File: src/rvCore_consts.svh
`ifndef RVCORE_CONSTS_SVH
`define RVCORE_CONSTS_SVH

// datapath width, RV64
`define XLEN 64

`define ALUOP_WIDTH 5   // enough for every aluOpT member

`define RESET_PC 64'h0

// architectural registers x0..x31
`define NUM_REGS 32

`endif

File: src/rvIsaPkg.sv
`include "rvCore_consts.svh"

package rvIsaPkg;

    typedef logic [31:0]        instrT;
    typedef logic [`XLEN-1:0]   wordT;
    typedef logic [4:0]         regIdxT;
    typedef logic [5:0]         shamtT;
    typedef logic [6:0]         opcodeT;

    // major opcodes of the supported subset
    localparam opcodeT opR      = 7'b0110011;
    localparam opcodeT opImm    = 7'b0010011;
    localparam opcodeT opR32    = 7'b0111011;
    localparam opcodeT opImm32  = 7'b0011011;
    localparam opcodeT opLui    = 7'b0110111;
    localparam opcodeT opAuipc  = 7'b0010111;
    localparam opcodeT opJal    = 7'b1101111;
    localparam opcodeT opJalr   = 7'b1100111;
    localparam opcodeT opBranch = 7'b1100011;
    localparam opcodeT opLoad   = 7'b0000011;
    localparam opcodeT opStore  = 7'b0100011;

    typedef enum logic [`ALUOP_WIDTH-1:0] {
        aluAdd,
        aluSub,
        aluAnd,
        aluOr,
        aluXor,
        aluSlt,
        aluSltu,
        aluSll,
        aluSrl,
        aluSra,
        aluAddW,
        aluSubW,
        aluSllW,
        aluSrlW,
        aluSraW,
        aluPassB,   // lui
        aluLink     // return address
    } aluOpT;

    // rs1 vs rs2 compare results
    typedef logic [2:0] cmpFlagsT;
    localparam int cmpEq  = 0;
    localparam int cmpLt  = 1;   // signed
    localparam int cmpLtu = 2;   // unsigned

endpackage

File: src/rvCtrlPkg.sv
package rvCtrlPkg;

    typedef enum logic {
        aRs1,
        aPc
    } aSelT;

    typedef enum logic [1:0] {
        bRs2,
        bImm,
        bShamt,
        bPc
    } bSelT;

    // immediate format, width before sign extension noted
    typedef enum logic [2:0] {
        immNone,
        immU,       // 32
        immB,       // 13
        immJ,       // 21
        immI,       // 12
        immS        // 12
    } immSelT;

    typedef enum logic [1:0] {
        pcSeq,
        pcTarget,   // branch or jal
        pcJalr
    } pcSelT;

    typedef enum logic {
        wbAlu,
        wbLoad
    } wbSelT;

endpackage

File: src/ctrlIf.sv
`timescale 1ns/10ps

interface ctrlIf import rvIsaPkg::*, rvCtrlPkg::*; ();

    aluOpT  aluOp;
    aSelT   aSel;
    bSelT   bSel;
    immSelT immSel;
    pcSelT  pcSel;
    wbSelT  wbSel;
    logic   regWrite;
    logic   memRead;
    logic   memWrite;
    regIdxT rd;
    regIdxT rs1;
    regIdxT rs2;
    shamtT  shamt;

    // decoder side
    modport dec (
        output aluOp, aSel, bSel, immSel, pcSel, wbSel,
        output regWrite, memRead, memWrite,
        output rd, rs1, rs2, shamt
    );

    // datapath blocks, each picks its own fields
    modport dp (
        input aluOp, aSel, bSel, immSel, pcSel, wbSel,
        input regWrite, memRead, memWrite,
        input rd, rs1, rs2, shamt
    );

endinterface

File: src/regFile.sv
`timescale 1ns/10ps
`include "rvCore_consts.svh"

module regFile import rvIsaPkg::*; (
    input  logic clk,
    input  logic reset,
    ctrlIf.dp    ctrl,
    input  wordT wrData,
    output wordT rs1Data,
    output wordT rs2Data
);

    wordT regs [`NUM_REGS];

    always_ff @(posedge clk) begin
        if (reset) begin
            for (int i = 0; i < `NUM_REGS; i++) begin
                regs[i] <= '0;
            end
        end else if (ctrl.regWrite && (ctrl.rd != '0)) begin
            regs[ctrl.rd] <= wrData;
        end
    end

    // x0 is hardwired
    assign rs1Data = (ctrl.rs1 == '0) ? '0 : regs[ctrl.rs1];
    assign rs2Data = (ctrl.rs2 == '0) ? '0 : regs[ctrl.rs2];

endmodule

File: src/flat_wrapper.sv
// flat-port wrapper written by rule: the top's interface ports become plain ports
module regFile_flat import rvIsaPkg::*;
  (clk, reset, wrData, rs1Data, rs2Data, ctrl_aluOp, ctrl_aSel, ctrl_bSel, ctrl_immSel, ctrl_pcSel, ctrl_wbSel, ctrl_regWrite, ctrl_memRead, ctrl_memWrite, ctrl_rd, ctrl_rs1, ctrl_rs2, ctrl_shamt);
  ctrlIf ctrl_i ();
  input  logic clk;
  input  logic reset;
  input  wordT wrData;
  output wordT rs1Data;
  output wordT rs2Data;
  input wire logic [$bits(ctrl_i.aluOp)-1:0] ctrl_aluOp;
  input wire logic [$bits(ctrl_i.aSel)-1:0] ctrl_aSel;
  input wire logic [$bits(ctrl_i.bSel)-1:0] ctrl_bSel;
  input wire logic [$bits(ctrl_i.immSel)-1:0] ctrl_immSel;
  input wire logic [$bits(ctrl_i.pcSel)-1:0] ctrl_pcSel;
  input wire logic [$bits(ctrl_i.wbSel)-1:0] ctrl_wbSel;
  input wire logic [$bits(ctrl_i.regWrite)-1:0] ctrl_regWrite;
  input wire logic [$bits(ctrl_i.memRead)-1:0] ctrl_memRead;
  input wire logic [$bits(ctrl_i.memWrite)-1:0] ctrl_memWrite;
  input wire logic [$bits(ctrl_i.rd)-1:0] ctrl_rd;
  input wire logic [$bits(ctrl_i.rs1)-1:0] ctrl_rs1;
  input wire logic [$bits(ctrl_i.rs2)-1:0] ctrl_rs2;
  input wire logic [$bits(ctrl_i.shamt)-1:0] ctrl_shamt;
  assign ctrl_i.aluOp = ctrl_aluOp;
  assign ctrl_i.aSel = ctrl_aSel;
  assign ctrl_i.bSel = ctrl_bSel;
  assign ctrl_i.immSel = ctrl_immSel;
  assign ctrl_i.pcSel = ctrl_pcSel;
  assign ctrl_i.wbSel = ctrl_wbSel;
  assign ctrl_i.regWrite = ctrl_regWrite;
  assign ctrl_i.memRead = ctrl_memRead;
  assign ctrl_i.memWrite = ctrl_memWrite;
  assign ctrl_i.rd = ctrl_rd;
  assign ctrl_i.rs1 = ctrl_rs1;
  assign ctrl_i.rs2 = ctrl_rs2;
  assign ctrl_i.shamt = ctrl_shamt;
  regFile u_core (.clk(clk), .reset(reset), .ctrl(ctrl_i), .wrData(wrData), .rs1Data(rs1Data), .rs2Data(rs2Data));
endmodule
File: config.mk
export PLATFORM = sky130hd
export DESIGN_NAME = regFile_flat
export DESIGN_NICKNAME = d
export VERILOG_FILES = /design/src/rvIsaPkg.sv /design/src/rvCtrlPkg.sv /design/src/ctrlIf.sv /design/src/regFile.sv /design/src/flat_wrapper.sv
export VERILOG_INCLUDE_DIRS = /design/src
export SDC_FILE = /design/constraint.sdc
export NUM_CORES = 2
export LEC_CHECK = 0
export CAP_MARGIN = 20
export CORE_ASPECT_RATIO = 1.25
export CORE_MARGIN = 2
export CORE_UTILIZATION = 40
export CTS_CLUSTER_DIAMETER = 40
export DETAILED_ROUTE_END_ITERATION = 16
export DONT_BUFFER_PORTS = 1
export PLACE_DENSITY = 0.58
export SYNTH_ARGS = -nofsm -noshare
export SYNTH_HDL_FRONTEND = slang
export SYNTH_SLANG_ARGS = --single-unit
File: constraint.sdc
create_clock -name clk -period 4.21 [get_ports clk]
set_clock_uncertainty 0.2 [all_clocks]
set_input_delay 0.2105 -clock clk [delete_from_list [all_inputs] [get_ports clk]]
set_output_delay 0.2105 -clock clk [all_outputs]
set_load 0.01 [all_outputs]
==> run metrics <==
Initial Util=0.4018; gpl congestion=0.8203; chip height=585.4 um; die area=0.2746 mm2; Clock Pin Slew Worst Setup and Hold Paths=0.06 ns; post-route setup TNS=-0.03314 ns; Largest register FFs=2048; GRT Total Usage=0.2888; Fin Hold WS=0.1202 ns; vias in the first global route=69121; DR pass1 iterations=5; Synth async-reset ratio=0; pwr/cell area=431.7 mW/mm2; Slew @ Worst Pin=1.877 ns; Post-Synth XOR/XNOR Area=0; Final min period=4.237 ns; Synth top area share=0.5686; Post-Synth Adder-Cell Area=0; Setup Viol. Count Final=2; Synth-to-Final Area Change=13.48%; EDFF count, synth=2048; post-synthesis cell area=0.1082 mm2; Final Non-Filler Cells=10754; CP max stage delay=0.68 ns; clock buffer depth=4; dpl cell area=0.1126 mm2; Max Slew Vio Count=262; Final Hold Viols=0; Slew HR=-0.2515; post-route antenna net violation count=0; Post-route DRC=0; Peak VDD IR=0.3071 mV; H-Tree Depth=5; root buffer cell=clkbuf_16; post-route worst setup slack=-0.02660 ns; Synth area leader=edfxtp_1; Worst Path Max Fanout=134; Design Area, Final=0.1227 mm2; Ys Warns=0; Synth cell types=49; outcome=finished, violations left; fin nets=7075; Setup Crit Path Kind=in2out; Final Power=52.98 mW; vias per cell=6.422; Total Wirelength=407.1 mm; crit path DAT=3.83 ns; failing checks=max-slew violations, negative setup slack; Num CTS Buffers=273; final worst path period share=1.006; crit path from=ctrl_rs1[1]; CORE AREA=0.2692 mm2; via count=69059; layout cell share with drive strength beyond 1=0.2518; mux contribution to synthesized area=0.2344; DP HPWL=207.1 mm; critical path cell sequence=buf_16 > buf_16 > or3_4 > nor3_4 > buf_12 > a31oi_1 > a21boi_0 > buf_4 > buf_4; Hold Crit Start=ctrl_rd[3]; post-synthesis compound-gate area fraction=0.03880; # rows=213; Port Buf Inserts=0; Synth Flop Type=edfxtp_1; DRT iter0 DRCs=10630; total clock sinks=2048; initial antenna violation count=51; hold crit path type=in2reg; Seq/Total Area, Yosys=0.5686; Seq cells post-synth=2048; biggest regs=u_core.regs: 2048 flops; largest net degree at the start of global routing=620; combinational family with the most area after synthesis=multiplexers; first-pass GRT wire length=549.2 mm; FMAX=236.0 MHz; CP Capture Type=output port; leakage power=42.27 nW; die width=469.1 um; Area contributors post-synth=edfxtp_1 57%, mux4_2 18%, and2_1 11%; Simple-Gate Fraction of Synth Area=0.1276; Worst Path Required=3.80 ns; Synth Instances=7098; pre-CTS setup slack=0.7607 ns; RSZ-0062 raised after global routing=no; placed cells=10151; Core Util, Final=0.4560; GRT overflow=0; post-DR wirelength/cell=37.86 um; largest reg by FF count=u_core.regs; io pins=232; Syn Area/Cell=15.24 um2; CTS tree=done; max-cap violation count=0; Slowest-stage cell, CP=or3_4; Startpoint Class=input port
## Yosys cell counts, types with 3 or more instances
cell type,count
or3_1,5
a2111oi_0,4
nor3_1,9
buf_4,28
a31oi_1,54
a22o_1,5
nor2b_1,10
buf_2,146
a21boi_1,4
o221a_2,25
nand2_1,78
nand2b_1,8
nor4_1,10
nand3b_1,6
inv_1,4
o221ai_1,40
o22ai_1,148
a211oi_1,46
edfxtp_1,2048
or3b_2,4
mux2i_1,454
and2_1,1986
a221oi_1,43
a221o_1,3
or2_1,9
o2111a_1,3
clkbuf_1,565
or2_2,71
a22oi_1,109
nand3_1,4
mux4_2,874
mux2_2,100
a21oi_1,32
buf_1,59
a21boi_0,48
nor2_1,37
## cell usage in the layout, fill, tap and decap left out, drive strengths merged, types with 4 or more instances in the layout
cell type,count
edfxtp,2048
and2,1986
mux4,874
mux2i,454
clkbuf,309
buf,256
o22ai,148
a22oi,109
mux2,100
clkinv,88
or2,80
nand2,78
dlygate4sd3,70
conb,64
a31oi,54
a21boi,52
a211oi,46
a221oi,43
inv,41
o221ai,40
nor2,37
diode,35
a21oi,32
o221a,25
clkinvlp,25
bufinv,22
nor3,10
nor2b,10
nor4,10
nand2b,8
nand3b,6
a22o,5
or3b,5
or3,5
nand3,4
a2111oi,4
## worst paths after layout
path | endpoint | slack, ns | cells after the start
hold / removal | u_core.regs[19][33] | 0.12 | 3
setup / recovery | rs1Data[55] | -0.03 | 9
## final cells by class
| class | count | area [um2] |
|---|---|---|
| diodes | 35 | 87.58 |
| clock inverters | 172 | 1772 |
| multi-input cells | 4312 | 44050 |
| repair buffers | 332 | 3756 |
| flip-flops and latches | 2048 | 61500 |
| clock buffers | 304 | 7118 |
| inverters | 4 | 15.01 |
| fillers | 23250 | 146400 |
| well taps | 3547 | 4438 |
## where the power goes
part           leakage [nW]  total [mW]  switching [mW]  internal, mW
logic                  18.5        5.60            3.15          2.45
clock network          4.29        23.3            9.57          13.7
registers              19.5        24.1           0.546          23.6
## kinds of logic (layout without fill, tap and decap cells)
| logic type | Yosys count | in the layout |
|---|---|---|
| buf+inv | 802 | 812 |
| flops | 2048 | 2048 |
| mux | 1428 | 1428 |
| simple gates | 2248 | 2249 |
| other cells | 1 | 99 |
| compound gates | 571 | 571 |
## what timing repair did
item,4_1_cts,5_1_grt
gates resized for setup,0,4
buffers inserted,0,4
hold endpoints to repair,2306,0
endpoints found under the setup margin,0,89
hold buffers,71,0
## worst max-delay path: cells and delay by family
kind / cells / cell delay (ns)
compound gates: 2 / 0.86
simple gates: 2 / 0.79
buf+inv: 5 / 1.64
## per-layer routing
metal,track usage,vias up,wire [um],share of wire
met5,0,-,42,0.00010
met4,0.1260,8,19880,0.049
met3,0.06138,1028,42310,0.10
met2,0.4741,4535,197500,0.49
met1,0.3689,36363,147400,0.36
li1,-,27125,-,-
Power figures use the tool's default switching activity.
