[config.mk]
export PLATFORM = sky130hd
export DESIGN_NAME = immGen_flat
export DESIGN_NICKNAME = d
export VERILOG_FILES = /design/src/rvIsaPkg.sv /design/src/rvCtrlPkg.sv /design/src/ctrlIf.sv /design/src/immGen.sv /design/src/flat_wrapper.sv
export VERILOG_INCLUDE_DIRS = /design/src
export SDC_FILE = /design/constraint.sdc
export NUM_CORES = 1
export LEC_CHECK = 0
export BUFFER_PORTS_ARGS = -buffer_cell sky130_fd_sc_hd__buf_2
export CORE_UTILIZATION = 31
export DETAILED_ROUTE_END_ITERATION = 8
export PLACE_DENSITY = 0.95
export SYNTH_ARGS = -nofsm -noshare
export SYNTH_HDL_FRONTEND = slang
export SYNTH_SLANG_ARGS = --single-unit
[constraint.sdc]
create_clock -name vclk -period 5.6
set_input_delay 0.28 -clock vclk [all_inputs]
set_output_delay 0.28 -clock vclk [all_outputs]
set_load 0.005 [all_outputs]
[src/rvCore_consts.svh]
`ifndef RVCORE_CONSTS_SVH
`define RVCORE_CONSTS_SVH

// datapath width, RV64
`define XLEN 64

`define ALUOP_WIDTH 5   // enough for every aluOpT member

`define RESET_PC 64'h0

// architectural registers x0..x31
`define NUM_REGS 32

`endif

[src/rvIsaPkg.sv]
`include "rvCore_consts.svh"

package rvIsaPkg;

    typedef logic [31:0]        instrT;
    typedef logic [`XLEN-1:0]   wordT;
    typedef logic [4:0]         regIdxT;
    typedef logic [5:0]         shamtT;
    typedef logic [6:0]         opcodeT;

    // major opcodes of the supported subset
    localparam opcodeT opR      = 7'b0110011;
    localparam opcodeT opImm    = 7'b0010011;
    localparam opcodeT opR32    = 7'b0111011;
    localparam opcodeT opImm32  = 7'b0011011;
    localparam opcodeT opLui    = 7'b0110111;
    localparam opcodeT opAuipc  = 7'b0010111;
    localparam opcodeT opJal    = 7'b1101111;
    localparam opcodeT opJalr   = 7'b1100111;
    localparam opcodeT opBranch = 7'b1100011;
    localparam opcodeT opLoad   = 7'b0000011;
    localparam opcodeT opStore  = 7'b0100011;

    typedef enum logic [`ALUOP_WIDTH-1:0] {
        aluAdd,
        aluSub,
        aluAnd,
        aluOr,
        aluXor,
        aluSlt,
        aluSltu,
        aluSll,
        aluSrl,
        aluSra,
        aluAddW,
        aluSubW,
        aluSllW,
        aluSrlW,
        aluSraW,
        aluPassB,   // lui
        aluLink     // return address
    } aluOpT;

    // rs1 vs rs2 compare results
    typedef logic [2:0] cmpFlagsT;
    localparam int cmpEq  = 0;
    localparam int cmpLt  = 1;   // signed
    localparam int cmpLtu = 2;   // unsigned

endpackage

[src/rvCtrlPkg.sv]
package rvCtrlPkg;

    typedef enum logic {
        aRs1,
        aPc
    } aSelT;

    typedef enum logic [1:0] {
        bRs2,
        bImm,
        bShamt,
        bPc
    } bSelT;

    // immediate format, width before sign extension noted
    typedef enum logic [2:0] {
        immNone,
        immU,       // 32
        immB,       // 13
        immJ,       // 21
        immI,       // 12
        immS        // 12
    } immSelT;

    typedef enum logic [1:0] {
        pcSeq,
        pcTarget,   // branch or jal
        pcJalr
    } pcSelT;

    typedef enum logic {
        wbAlu,
        wbLoad
    } wbSelT;

endpackage

[src/ctrlIf.sv]
`timescale 1ns/10ps

interface ctrlIf import rvIsaPkg::*, rvCtrlPkg::*; ();

    aluOpT  aluOp;
    aSelT   aSel;
    bSelT   bSel;
    immSelT immSel;
    pcSelT  pcSel;
    wbSelT  wbSel;
    logic   regWrite;
    logic   memRead;
    logic   memWrite;
    regIdxT rd;
    regIdxT rs1;
    regIdxT rs2;
    shamtT  shamt;

    // decoder side
    modport dec (
        output aluOp, aSel, bSel, immSel, pcSel, wbSel,
        output regWrite, memRead, memWrite,
        output rd, rs1, rs2, shamt
    );

    // datapath blocks, each picks its own fields
    modport dp (
        input aluOp, aSel, bSel, immSel, pcSel, wbSel,
        input regWrite, memRead, memWrite,
        input rd, rs1, rs2, shamt
    );

endinterface

[src/immGen.sv]
`timescale 1ns/10ps
`include "rvCore_consts.svh"

module immGen import rvIsaPkg::*, rvCtrlPkg::*; (
    ctrlIf.dp     ctrl,
    input  instrT instr,
    output wordT  imm
);

    logic signBit;

    assign signBit = instr[31];  // every format keeps its sign here

    always_comb begin
        case (ctrl.immSel)
            immU: begin
                imm = {{(`XLEN-32){signBit}}, instr[31:12], 12'b0};
            end
            immB: begin
                imm = {{(`XLEN-12){signBit}}, instr[7], instr[30:25], instr[11:8], 1'b0};
            end
            immJ: begin
                imm = {{(`XLEN-20){signBit}}, instr[19:12], instr[20], instr[30:21], 1'b0};
            end
            immI: begin
                imm = {{(`XLEN-12){signBit}}, instr[31:20]};
            end
            immS: begin
                imm = {{(`XLEN-12){signBit}}, instr[31:25], instr[11:7]};
            end
            default: begin
                imm = '0;   // immNone
            end
        endcase
    end

endmodule

[src/flat_wrapper.sv]
// flat-port wrapper written by rule: the top's interface ports become plain ports
module immGen_flat import rvIsaPkg::*, rvCtrlPkg::*;
  (instr, imm, ctrl_aluOp, ctrl_aSel, ctrl_bSel, ctrl_immSel, ctrl_pcSel, ctrl_wbSel, ctrl_regWrite, ctrl_memRead, ctrl_memWrite, ctrl_rd, ctrl_rs1, ctrl_rs2, ctrl_shamt);
  ctrlIf ctrl_i ();
  input  instrT instr;
  output wordT imm;
  input wire logic [$bits(ctrl_i.aluOp)-1:0] ctrl_aluOp;
  input wire logic [$bits(ctrl_i.aSel)-1:0] ctrl_aSel;
  input wire logic [$bits(ctrl_i.bSel)-1:0] ctrl_bSel;
  input wire logic [$bits(ctrl_i.immSel)-1:0] ctrl_immSel;
  input wire logic [$bits(ctrl_i.pcSel)-1:0] ctrl_pcSel;
  input wire logic [$bits(ctrl_i.wbSel)-1:0] ctrl_wbSel;
  input wire logic [$bits(ctrl_i.regWrite)-1:0] ctrl_regWrite;
  input wire logic [$bits(ctrl_i.memRead)-1:0] ctrl_memRead;
  input wire logic [$bits(ctrl_i.memWrite)-1:0] ctrl_memWrite;
  input wire logic [$bits(ctrl_i.rd)-1:0] ctrl_rd;
  input wire logic [$bits(ctrl_i.rs1)-1:0] ctrl_rs1;
  input wire logic [$bits(ctrl_i.rs2)-1:0] ctrl_rs2;
  input wire logic [$bits(ctrl_i.shamt)-1:0] ctrl_shamt;
  assign ctrl_i.aluOp = ctrl_aluOp;
  assign ctrl_i.aSel = ctrl_aSel;
  assign ctrl_i.bSel = ctrl_bSel;
  assign ctrl_i.immSel = ctrl_immSel;
  assign ctrl_i.pcSel = ctrl_pcSel;
  assign ctrl_i.wbSel = ctrl_wbSel;
  assign ctrl_i.regWrite = ctrl_regWrite;
  assign ctrl_i.memRead = ctrl_memRead;
  assign ctrl_i.memWrite = ctrl_memWrite;
  assign ctrl_i.rd = ctrl_rd;
  assign ctrl_i.rs1 = ctrl_rs1;
  assign ctrl_i.rs2 = ctrl_rs2;
  assign ctrl_i.shamt = ctrl_shamt;
  immGen u_core (.ctrl(ctrl_i), .instr(instr), .imm(imm));
endmodule
==> impl_metrics.json <==
{
  "detail-route-antenna-nets": 0,
  "fin_crit_sh": 0.312,
  "input_output_buffers": 92,
  "highest_attainable_clock_frequency_ghz": 0.572,
  "critical_path_endpoint": "imm[24]",
  "die_height_um": 52.8,
  "final_routed_drc_violation_total": 0,
  "worstHoldPathType": "in -> out",
  "vdd.ir_drop.worst_v": 0.0000444,
  "row_count": 18,
  "sequential_cell_total": 0,
  "slew_viol_final": 0,
  "filler_cell_count": 286,
  "synth.yosys.warnings": 0,
  "design.core.area_um2": 2450,
  "detailroute.via_count": 941,
  "finalWirelength_um": 1860,
  "grt_start_max_net_pins": 34,
  "slowest_delay_ns": 0.51,
  "rsz0062_at_grt": "false",
  "sequential_share_of_the_synthesized_area": 0,
  "detailed_place_hpwl_um": 1440,
  "ys_types": 22,
  "p_per_area_nw_per_um2": 86.9,
  "synth_area_um2": 800,
  "post_synth_inst_count": 118,
  "final_layout_size_suffix_gt1_frac": 0.577,
  "drtPass1Iterations": 4,
  "syn-mean-instance-area_um2": 6.78,
  "multi_input_comb_area_um2": 485,
  "postCtsHoldBufs": 0,
  "routed_via_density": 4.75,
  "num-nets-final": 240,
  "register_area_um2": 0,
  "start_util": 0.326,
  "arrival_ns": 1.47,
  "num_antenna_cells": 0,
  "path_class": "in -> out",
  "groute.usage.overall": 0.118,
  "tightestPinTransition_ns": 0.645,
  "timing.max_slew.rel_slack": 0.568,
  "grt_overflow_total": 0,
  "layout.core_utilization": 0.404,
  "wl_per_cell_um": 9.38,
  "critical_path_startpoint_category": "input pin",
  "first_global_vias": 644,
  "crit_slowest_cell": "sky130_fd_sc_hd__nor2_1",
  "drt_iter0_drc": 10,
  "timing.critical_path.required_ns": 5.32,
  "timing.critical_path.fanout_max": 20,
  "timing.critical_path.from": "ctrl_immSel[1]",
  "antenna_found_initial": 0,
  "wire_length_of_the_first_global_routing_pass_um": 2680,
  "gp_congestion": 0.705,
  "outcome": "completed",
  "postCtsSetupRepairBufs": 0,
  "worstSetupEndpointType": "primary output",
  "hold_viol_final": 0,
  "area.growth.synth_to_final_pct": 23.9,
  "io_pins": 134,
  "period_needed_ns": 1.75,
  "fp.dieW_um": 52.8,
  "critPathMostFrequentCell": "sky130_fd_sc_hd__buf_2",
  "max_cap_violations": 0,
  "power_leakage_nw": 0.618,
  "critical_path.cell_chain": "buf_2, nand2_1, nor2_1, a311o_1, buf_2",
  "dieArea_um2": 2790,
  "finalSetupViolations": 0,
  "final_tns_setup_ns": 0,
  "clock_buffer_count": 0,
  "cts-resized-gates": 0,
  "mappedNetlistNets": 188
}
worst min-delay path by stage:
stage               endpoint  depth (start not counted)  startpoint  slack, ns
floorplan            imm[19]                          2   instr[19]       0.64
global placement     imm[19]                          4   instr[19]       0.81
detailed placement   imm[19]                          4   instr[19]       0.81
CTS                  imm[19]                          4   instr[19]       0.81
global route         imm[15]                          4   instr[15]       0.84
finish               imm[19]                          4   instr[19]       0.81
power by group:
part	switching [W]	internal [W]	total (W)
Combinational	0.0000414	0.0000447	0.0000861
Sequential	0	0	0
Clock	0	0	0
Total	0.0000414	0.0000447	0.0000861
layer usage:
metal,track usage,part of all wire,routed length [um],vias up
met1,0.155,0.43,802,405
li1,-,-,-,475
met4,0,0,0,0
met2,0.224,0.47,864,61
met5,0,0,0,-
met3,0.00290,0.10,192,0
stage by stage:
step / setup slack (ns) / instances / hold WS, ns / power (W) / area, um2
floorplan: 3.28 / 118 / 0.645 / 0.0000680 / 800
global placement: 3.90 / 198 / 0.806 / 0.0000849 / 991
detailed placement: 3.87 / 198 / 0.814 / 0.0000868 / 991
CTS: 3.87 / 198 / 0.815 / 0.0000871 / 991
global route: 3.71 / 198 / 0.841 / 0.0000979 / 991
finish: 3.85 / 198 / 0.809 / 0.0000861 / 991
synthesized netlist by cell type:
library cell | number | share of area
sky130_fd_sc_hd__nor3_1 | 1 | 0.0063
sky130_fd_sc_hd__o21bai_1 | 1 | 0.0094
sky130_fd_sc_hd__nand3b_1 | 6 | 0.056
sky130_fd_sc_hd__buf_6 | 2 | 0.028
sky130_fd_sc_hd__nand2_1 | 26 | 0.12
sky130_fd_sc_hd__and3b_4 | 1 | 0.016
sky130_fd_sc_hd__a311o_1 | 11 | 0.14
sky130_fd_sc_hd__o211ai_1 | 3 | 0.028
sky130_fd_sc_hd__buf_4 | 35 | 0.33
sky130_fd_sc_hd__nor2_1 | 3 | 0.014
sky130_fd_sc_hd__o21ai_0 | 3 | 0.019
sky130_fd_sc_hd__nand2b_1 | 2 | 0.016
sky130_fd_sc_hd__nor2_2 | 1 | 0.0078
sky130_fd_sc_hd__mux2i_1 | 4 | 0.050
sky130_fd_sc_hd__and2_1 | 6 | 0.047
sky130_fd_sc_hd__clkbuf_1 | 1 | 0.0047
sky130_fd_sc_hd__a22o_1 | 1 | 0.011
sky130_fd_sc_hd__o21a_1 | 3 | 0.028
sky130_fd_sc_hd__nor2_4 | 1 | 0.014
sky130_fd_sc_hd__and2b_1 | 1 | 0.0094
sky130_fd_sc_hd__buf_2 | 5 | 0.031
sky130_fd_sc_hd__and4bb_2 | 1 | 0.016
cell usage in the layout (no fill, tap or decap):
cell,instances
sky130_fd_sc_hd__nor2_1,3
sky130_fd_sc_hd__nor2_4,1
sky130_fd_sc_hd__nand3b_1,6
sky130_fd_sc_hd__o21a_1,3
sky130_fd_sc_hd__mux2i_1,4
sky130_fd_sc_hd__o21bai_1,1
sky130_fd_sc_hd__a311o_1,11
sky130_fd_sc_hd__nor3_1,1
sky130_fd_sc_hd__o21ai_0,3
sky130_fd_sc_hd__buf_2,92
sky130_fd_sc_hd__and2b_1,1
sky130_fd_sc_hd__nand2_1,26
sky130_fd_sc_hd__and4bb_2,1
sky130_fd_sc_hd__nor2_2,1
sky130_fd_sc_hd__nand2b_1,2
sky130_fd_sc_hd__and3b_4,1
sky130_fd_sc_hd__a22o_1,1
sky130_fd_sc_hd__buf_4,1
sky130_fd_sc_hd__o211ai_1,3
sky130_fd_sc_hd__and2_1,6
worst max-delay path: cells and delay by family:
family          cells  cell delay, ns
buf+inv             2            0.39
simple gates        2            0.59
compound gates      1            0.20
cells by family after synthesis:
group / count (synthesis) / synth area share
buf+inv: 43 / 0.393
mux: 4 / 0.0501
compound gates: 22 / 0.233
simple gates: 49 / 0.324
cell type report:
cell class         instances  area share
multi-input cells         75       0.490
repair buffers            93       0.472
well taps                 30      0.0379
Note: power is estimated with default switching activity, not from simulation.
