==> src/rvCore_consts.svh <==
`ifndef RVCORE_CONSTS_SVH
`define RVCORE_CONSTS_SVH

// datapath width, RV64
`define XLEN 64

`define ALUOP_WIDTH 5   // enough for every aluOpT member

`define RESET_PC 64'h0

// architectural registers x0..x31
`define NUM_REGS 32

`endif

==> src/rvIsaPkg.sv <==
`include "rvCore_consts.svh"

package rvIsaPkg;

    typedef logic [31:0]        instrT;
    typedef logic [`XLEN-1:0]   wordT;
    typedef logic [4:0]         regIdxT;
    typedef logic [5:0]         shamtT;
    typedef logic [6:0]         opcodeT;

    // major opcodes of the supported subset
    localparam opcodeT opR      = 7'b0110011;
    localparam opcodeT opImm    = 7'b0010011;
    localparam opcodeT opR32    = 7'b0111011;
    localparam opcodeT opImm32  = 7'b0011011;
    localparam opcodeT opLui    = 7'b0110111;
    localparam opcodeT opAuipc  = 7'b0010111;
    localparam opcodeT opJal    = 7'b1101111;
    localparam opcodeT opJalr   = 7'b1100111;
    localparam opcodeT opBranch = 7'b1100011;
    localparam opcodeT opLoad   = 7'b0000011;
    localparam opcodeT opStore  = 7'b0100011;

    typedef enum logic [`ALUOP_WIDTH-1:0] {
        aluAdd,
        aluSub,
        aluAnd,
        aluOr,
        aluXor,
        aluSlt,
        aluSltu,
        aluSll,
        aluSrl,
        aluSra,
        aluAddW,
        aluSubW,
        aluSllW,
        aluSrlW,
        aluSraW,
        aluPassB,   // lui
        aluLink     // return address
    } aluOpT;

    // rs1 vs rs2 compare results
    typedef logic [2:0] cmpFlagsT;
    localparam int cmpEq  = 0;
    localparam int cmpLt  = 1;   // signed
    localparam int cmpLtu = 2;   // unsigned

endpackage

==> src/rvCtrlPkg.sv <==
package rvCtrlPkg;

    typedef enum logic {
        aRs1,
        aPc
    } aSelT;

    typedef enum logic [1:0] {
        bRs2,
        bImm,
        bShamt,
        bPc
    } bSelT;

    // immediate format, width before sign extension noted
    typedef enum logic [2:0] {
        immNone,
        immU,       // 32
        immB,       // 13
        immJ,       // 21
        immI,       // 12
        immS        // 12
    } immSelT;

    typedef enum logic [1:0] {
        pcSeq,
        pcTarget,   // branch or jal
        pcJalr
    } pcSelT;

    typedef enum logic {
        wbAlu,
        wbLoad
    } wbSelT;

endpackage

==> src/ctrlIf.sv <==
`timescale 1ns/10ps

interface ctrlIf import rvIsaPkg::*, rvCtrlPkg::*; ();

    aluOpT  aluOp;
    aSelT   aSel;
    bSelT   bSel;
    immSelT immSel;
    pcSelT  pcSel;
    wbSelT  wbSel;
    logic   regWrite;
    logic   memRead;
    logic   memWrite;
    regIdxT rd;
    regIdxT rs1;
    regIdxT rs2;
    shamtT  shamt;

    // decoder side
    modport dec (
        output aluOp, aSel, bSel, immSel, pcSel, wbSel,
        output regWrite, memRead, memWrite,
        output rd, rs1, rs2, shamt
    );

    // datapath blocks, each picks its own fields
    modport dp (
        input aluOp, aSel, bSel, immSel, pcSel, wbSel,
        input regWrite, memRead, memWrite,
        input rd, rs1, rs2, shamt
    );

endinterface

==> src/pcUnit.sv <==
`timescale 1ns/10ps
`include "rvCore_consts.svh"

module pcUnit import rvIsaPkg::*, rvCtrlPkg::*; (
    input  logic clk,
    input  logic reset,
    ctrlIf.dp    ctrl,
    input  wordT imm,
    input  wordT rs1Data,
    output wordT pc
);

    wordT pcNext;
    wordT jalrSum;

    assign jalrSum = rs1Data + imm;

    always_comb begin
        case (ctrl.pcSel)
            pcTarget: pcNext = pc + imm;
            pcJalr:   pcNext = {jalrSum[`XLEN-1:1], 1'b0};  // lsb dropped per ISA
            default:  pcNext = pc + 'd4;
        endcase
    end

    always_ff @(posedge clk) begin
        if (reset) begin
            pc <= wordT'(`RESET_PC);
        end else begin
            pc <= pcNext;
        end
    end

    // targets built from decoder, immGen and register data must stay word aligned
    pcAligned: assert property (@(posedge clk) disable iff (reset) pc[1:0] == 2'b00)
        else $error("pcUnit: misaligned pc %h", pc);

endmodule

==> src/flat_wrapper.sv <==
// flat-port wrapper written by rule: the top's interface ports become plain ports
module pcUnit_flat import rvIsaPkg::*, rvCtrlPkg::*;
  (clk, reset, imm, rs1Data, pc, ctrl_aluOp, ctrl_aSel, ctrl_bSel, ctrl_immSel, ctrl_pcSel, ctrl_wbSel, ctrl_regWrite, ctrl_memRead, ctrl_memWrite, ctrl_rd, ctrl_rs1, ctrl_rs2, ctrl_shamt);
  ctrlIf ctrl_i ();
  input  logic clk;
  input  logic reset;
  input  wordT imm;
  input  wordT rs1Data;
  output wordT pc;
  input wire logic [$bits(ctrl_i.aluOp)-1:0] ctrl_aluOp;
  input wire logic [$bits(ctrl_i.aSel)-1:0] ctrl_aSel;
  input wire logic [$bits(ctrl_i.bSel)-1:0] ctrl_bSel;
  input wire logic [$bits(ctrl_i.immSel)-1:0] ctrl_immSel;
  input wire logic [$bits(ctrl_i.pcSel)-1:0] ctrl_pcSel;
  input wire logic [$bits(ctrl_i.wbSel)-1:0] ctrl_wbSel;
  input wire logic [$bits(ctrl_i.regWrite)-1:0] ctrl_regWrite;
  input wire logic [$bits(ctrl_i.memRead)-1:0] ctrl_memRead;
  input wire logic [$bits(ctrl_i.memWrite)-1:0] ctrl_memWrite;
  input wire logic [$bits(ctrl_i.rd)-1:0] ctrl_rd;
  input wire logic [$bits(ctrl_i.rs1)-1:0] ctrl_rs1;
  input wire logic [$bits(ctrl_i.rs2)-1:0] ctrl_rs2;
  input wire logic [$bits(ctrl_i.shamt)-1:0] ctrl_shamt;
  assign ctrl_i.aluOp = ctrl_aluOp;
  assign ctrl_i.aSel = ctrl_aSel;
  assign ctrl_i.bSel = ctrl_bSel;
  assign ctrl_i.immSel = ctrl_immSel;
  assign ctrl_i.pcSel = ctrl_pcSel;
  assign ctrl_i.wbSel = ctrl_wbSel;
  assign ctrl_i.regWrite = ctrl_regWrite;
  assign ctrl_i.memRead = ctrl_memRead;
  assign ctrl_i.memWrite = ctrl_memWrite;
  assign ctrl_i.rd = ctrl_rd;
  assign ctrl_i.rs1 = ctrl_rs1;
  assign ctrl_i.rs2 = ctrl_rs2;
  assign ctrl_i.shamt = ctrl_shamt;
  pcUnit u_core (.clk(clk), .reset(reset), .ctrl(ctrl_i), .imm(imm), .rs1Data(rs1Data), .pc(pc));
endmodule
==> config.mk <==
export PLATFORM = sky130hd
export DESIGN_NAME = pcUnit_flat
export DESIGN_NICKNAME = d
export VERILOG_FILES = /design/src/rvIsaPkg.sv /design/src/rvCtrlPkg.sv /design/src/ctrlIf.sv /design/src/pcUnit.sv /design/src/flat_wrapper.sv
export VERILOG_INCLUDE_DIRS = /design/src
export SDC_FILE = /design/constraint.sdc
export NUM_CORES = 1
export LEC_CHECK = 0
export ABC_AREA = 1
export BUFFER_PORTS_ARGS = -buffer_cell sky130_fd_sc_hd__buf_2
export CORE_ASPECT_RATIO = 0.8
export CORE_UTILIZATION = 45
export CTS_CLUSTER_DIAMETER = 80
export CTS_CLUSTER_SIZE = 8
export DETAILED_ROUTE_END_ITERATION = 6
export GPL_ROUTABILITY_DRIVEN = 1
export MAX_ROUTING_LAYER = met4
export PLACE_DENSITY_LB_ADDON = 0.12
export SYNTH_ARGS = -nofsm -noshare
export SYNTH_HDL_FRONTEND = slang
export SYNTH_SLANG_ARGS = --single-unit
==> constraint.sdc <==
create_clock -name clk -period 2.6 [get_ports clk]
set_input_delay 0.39 -clock clk [delete_from_list [all_inputs] [get_ports clk]]
set_output_delay 0.39 -clock clk [all_outputs]
set_load 0.1 [all_outputs]
==> results.ini, run 1 <==
[run_status]
status=finished with violations
violations=design-rule violations

[drt]
ant_nets=0
totalWireLength_um=80800
drt_iter0_markers=2990
vias=22600
dr.pass1.iters=7
viasPerCell=5.47
wire_per_inst_um=19.6
drcViolationCount=2

[power]
ir_worst_vdd_v=0.000334
pwr-share-comb=0.659
pwr-share-seq=0.170
p_leak_nw=11.8
power.density_mw_per_mm2=386
p_total_mw=7.68
internal_power_mw=3.50
p_sw_frac=0.545
power_frac_clock=0.171
p_sw_mw=4.19

[critical_path]
crit_type=flop to flop
slowest_delay_ns=0.38
slowest_stage=fa_1
cp_common_cell=nand2_1
crit_path_end_kind=flop
timing.critical_path.buf_inv=3
critPathMaxFanout=5
cp_data_required_time_ns=2.85
critPathLaunchType=flop
critPathArrivalTime_ns=2.79
cp_top_family=simple AND/OR/NAND/NOR gates
cp_cell_sequence=ha_1 -> inv_1 -> fa_1 -> inv_2 -> nand2_1 -> nand3_2 -> nand2_1 -> nand2_1 -> nand2_1 -> nand2_2 -> nand2_1 -> nand2_1 -> nand2_1 -> nand3_1 -> nand3_1 -> nand2_1 -> inv_1

[yosys]
synth_edf_count=0
syn_area_per_cell_um2=4.96
syn-num-nets=3490
ys_ff_latch=64
yosysWarnings=0
synthTopCellsByArea=nand2_1, inv_1, ha_1
synth-compound-area-share=0.111
synthAdderAreaFrac=0.104
synth_cell_type_count=46
syn_area_mm2=0.0158
netlist.area_leader.share=0.290
synth_mux_area_frac=0
synth_xor_area_frac=0.0271
async_flop_share=0
synth_top_area_cell=nand2_1
synth-simple-area-share=0.514
syn_inst=3192
synthFlopType=dfxtp_1
synth_top_family_by_area=simple AND/OR/NAND/NOR gates
yosysSeqAreaShare=0.0810

[sta]
worst_slack_ns=0.0587
finalCriticalPeriod_ns=2.54
maxSlewHeadroom=0.624
rsz0062_at_grt=yes
max_freq_mhz=394
slew_violations=0
worst_clock_skew_ns=0.00947
final_hold_viol_count=0
post-route-period-util=0.977
setup_viol=0
tightest_slew_ns=0.560

[finish]
largest_register=u_core.pc
synthToLayoutAreaGrowth_pct=25.9
largest_register_ffs=64
fin_nets=3943
drive_above_1_share=0.165
top_regs=u_core.pc (64)
instances_no_fill=4126

[job]
maxCapViolCount=0

[die]
chipWidth_um=212
coreArea_mm2=0.0347
io_pins=232
initial_core_util=0.457
die_area_mm2=0.0359
die_y_um=170
row_count=61

[global_routing]
grt_pass1_wl_um=117000
grt_max_degree=48
grtUsageTotal=0.454
grt_antenna_before_repair=4
grt.overflow.total=0
grt_pass1_vias=20300

[clock_tree]
clock_latency_ns=0.35
cts_buffers=9
cts_tree=yes
clockBufferDepth=2
cts_sinks=64
clockRootBuffer=clkbuf_16
htreeDepth=3
clk_pin_slew_ns=0.06

[hold_path]
hold_class=input port to flop

[place]
place_congestion=1.12
dp_hpwl_um=69200
place_inst=4105
pre_cts_slack_ns=-0.147
numPortBuffers=195

power groups by stage:
stage	sequential [mW]	clock, mW	combinational, mW
final	1.31	1.32	5.06
after global routing	1.30	1.35	5.38
after CTS	1.28	1.32	4.82
after detailed placement	1.30	0	4.80
after global placement	1.29	0	4.74
after floorplan	1.91	0	2.28
metal layers:
| metal | vias up | part of all wire | GRT usage |
|---|---|---|---|
| met4 | 0 | 0.038 | 0.147 |
| met3 | 162 | 0.16 | 0.155 |
| met5 | - | 0 | - |
| li1 | 10900 | - | - |
| met2 | 1327 | 0.38 | 0.623 |
| met1 | 10200 | 0.42 | 0.613 |
cells by family (layout without fill, tap and decap cells):
| kind of cell | count (synthesis) | in the layout |
|---|---|---|
| AO/OA/AOI/OAI | 322 | 322 |
| adder cells (fa/ha/maj) | 130 | 130 |
| buffers and inverters | 680 | 1137 |
| other | 0 | 5 |
| flip-flops | 64 | 64 |
| AND/OR/NAND/NOR | 1947 | 1947 |
| XOR/XNOR | 49 | 49 |
final timing paths:
kind	start	endpoint	slack (ns)	depth (start not counted)
worst min register to register	u_core.pc[0]	u_core.pc[0]	0.55	2
worst min-delay path	imm[0]	u_core.pc[0]	0.44	4
worst max register to register	u_core.pc[0]	u_core.pc[38]	0.06	17
worst max-delay path	u_core.pc[0]	u_core.pc[38]	0.06	17
through the flow:
stage / hold slack (ns) / util / setup TNS (ns) / area (um2)
after floorplan: 0.664 / - / 0 / 15900
after global placement: 0.501 / 0.562 / -0.600 / 19500
after detailed placement: 0.528 / 0.562 / -1.39 / 19500
after CTS: 0.430 / 0.571 / 0 / 19800
after global routing: 0.476 / 0.575 / -0.0178 / 19900
final: 0.440 / 0.575 / 0 / 19900
worst reg2reg max path: stages, from the launching register on:
cell and delay [ns]:
dfxtp_2 0.34, ha_1 0.17, inv_1 0.06, fa_1 0.38
inv_2 0.12, nand2_1 0.11, nand3_2 0.13, nand2_1 0.10
nand2_1 0.16, nand2_1 0.09, nand2_2 0.11, nand2_1 0.08
nand2_1 0.06, nand2_1 0.04, nand3_1 0.08, nand3_1 0.23
nand2_1 0.12, inv_1 0.04
area by class of cell:
type	count	area [um2]
clock buffers	11	253
clock inverters	4	53.8
diodes	5	12.5
multi-input cells	2448	12100
repair buffers	474	3160
flip-flops and latches	64	1330
fillers	3707	14700
inverters	648	2430
well taps	472	591
what timing repair did:
item	in CTS	in global routing
pin swaps	0	2
setup endpoints to repair	1	37
hold buffers	0	0
resized for setup	1	39
setup buffers	0	1
synth_stat cells, types with 3 or more instances:
cell	count
nand2_1	1221
inv_1	643
nor2_1	291
nand3_1	246
a21oi_1	182
ha_1	128
o21ai_0	83
dfxtp_1	64
nor3_1	57
nand4_1	48
o21bai_1	31
xor2_1	30
nand3b_1	24
or2_2	19
xnor2_1	19
clkbuf_1	18
o211ai_1	14
nor4_1	9
buf_1	8
nand3_2	7
nor2_4	6
and2_1	4
a21oi_2	3
buf_2	3
clkinv_1	3
placed cells by master, fill, tap and decap left out, drive strengths merged, types with 4 or more instances in the layout:
cell       n
nand2   1223
o21ai     83
ha       128
o211ai    14
nor3      59
clkbuf    11
nand4     49
xnor2     19
xor2      30
nand3b    24
and2       5
buf      474
inv      645
nand3    254
nor4       9
a21oi    185
nor2     299
or2       21
o21bai    31
diode      5
clkinv     4
dfxtp     64
(Power assumes the default switching activity.)
==> run 2: changes to the inputs <==
- PLACE_DENSITY: default -> 0.7
- PLACE_DENSITY_LB_ADDON: 0.12 -> default
- clock period: 2.6 -> 2.9 ns (I/O delays scaled with it)
==> results.ini, run 2 (synthesis gave the netlist of run 1 again) <==
[die]
die_y_um=170
chipWidth_um=212
coreArea_mm2=0.0347
die_area_mm2=0.0359
row_count=61
io_pins=232
initial_core_util=0.457

[clock_tree]
cts_buffers=9
cts-resized-gates=0
htreeDepth=3
clockRootBuffer=clkbuf_16
clock_latency_ns=0.38
ctsHoldBuffers=0
cts_setup_buffers=0
cts_sinks=64
clk_pin_slew_ns=0.07
clockBufferDepth=2
cts_tree=yes

[sta]
tightest_slew_ns=1.06
whs_ns=0.445
worst_slack_ns=0.230
slew_violations=0
rsz0062_at_grt=no
maxSlewHeadroom=0.290
setup_tns_ns=0
final_hold_viol_count=0
max_freq_mhz=375
post-route-period-util=0.921
finalCriticalPeriod_ns=2.67
setup_viol=0
worst_clock_skew_ns=0.0177

[drt]
dr.pass1.iters=7
totalWireLength_um=74900
drcViolationCount=1
ant_nets=0
wire_per_inst_um=19.0
vias=20800
viasPerCell=5.28
drt_iter0_markers=2589

[critical_path]
slowest_delay_ns=0.46
cp_common_cell=nand2_1
critPathLaunchType=flop
cp_cell_sequence=ha_1 -> nand2_1 -> nor2_1 -> nand3_1 -> nand2_1 -> nand2_1 -> nand2_1 -> nand2_1 -> nand2_1 -> nand2_1 -> nand2_1 -> nand2_1 -> nand3_1 -> nand2_1 -> nand2_1 -> a21oi_1
crit_type=flop to flop
cp_data_required_time_ns=3.13
critPathMaxFanout=6
crit_path_end_kind=flop
critPathArrivalTime_ns=2.90
slowest_stage=ha_1

[finish]
layout_commonest_cell=nand2_1
fin_util=0.529
final_cell_mix=nand2_1, inv_1, nor2_1
synthToLayoutAreaGrowth_pct=15.8
largest_register_ffs=64
top_regs=u_core.pc (64)
largest_register=u_core.pc
fillers=4075
drive_above_1_share=0.103
final_area_mm2=0.0183
fin_nets=3769

[run_status]
status=finished with violations
violations=design-rule violations

[power]
ir_worst_vdd_v=0.000295
p_leak_nw=10.8
power.density_mw_per_mm2=343

[global_routing]
grt.overflow.total=0
grt_antenna_before_repair=3
grt_pass1_wl_um=109000
grtUsageTotal=0.427
grt_max_degree=45
grt_pass1_vias=18400

[place]
place_congestion=1.12
dp_hpwl_um=65400
dpl_cell_area_mm2=0.0181
numPortBuffers=195
pre_cts_slack_ns=0.0671

[hold_path]
hold_class=input port to flop

[job]
maxCapViolCount=0

-- run 2: power breakdown --
part	total (mW)	internal, mW	switching, mW
clock	1.05	0.570	0.480
combinational	4.08	1.16	2.92
sequential	1.15	0.965	0.183
-- run 2: cell type report --
class	count	area (um2)	area share
clock inverters	4	22.5	0.00123
inverters	648	2430	0.133
multi-input cells	2448	12000	0.653
flip-flops and latches	64	1280	0.0699
well taps	472	591	0.0322
diodes	2	5.00	0.000273
repair buffers	300	1790	0.0977
clock buffers	11	233	0.0127
-- run 2: worst paths after layout --
path / to / slack (ns) / from / depth (start not counted)
worst max register to register: u_core.pc[63] / 0.23 / u_core.pc[3] / 16
worst min-delay path: u_core.pc[0] / 0.45 / imm[0] / 4
worst max-delay path: u_core.pc[63] / 0.23 / u_core.pc[3] / 16
worst min register to register: u_core.pc[0] / 0.56 / u_core.pc[0] / 2
-- run 2: per-stage QoR --
stage               cells  total power, mW
floorplan            3192             3.74
global placement     3932             5.09
detailed placement   3932             5.08
CTS                  3947             6.13
global route         3949             6.63
finish               3949             6.28
-- run 2: layer usage --
metal / up-vias / part of all wire / global-route usage
met2: 1014 / 0.38 / 0.572
li1: 10500 / - / -
met5: - / 0 / -
met1: 9242 / 0.45 / 0.610
met4: 0 / 0.024 / 0.110
met3: 95 / 0.14 / 0.120
-- run 2: worst max-delay path: cells and delay by family (launching register included) --
family | cells | cell delay [ns]
AO/OA/AOI/OAI | 1 | 0.05
adder cells (fa/ha/maj) | 1 | 0.46
flip-flops | 1 | 0.40
AND/OR/NAND/NOR | 14 | 1.59
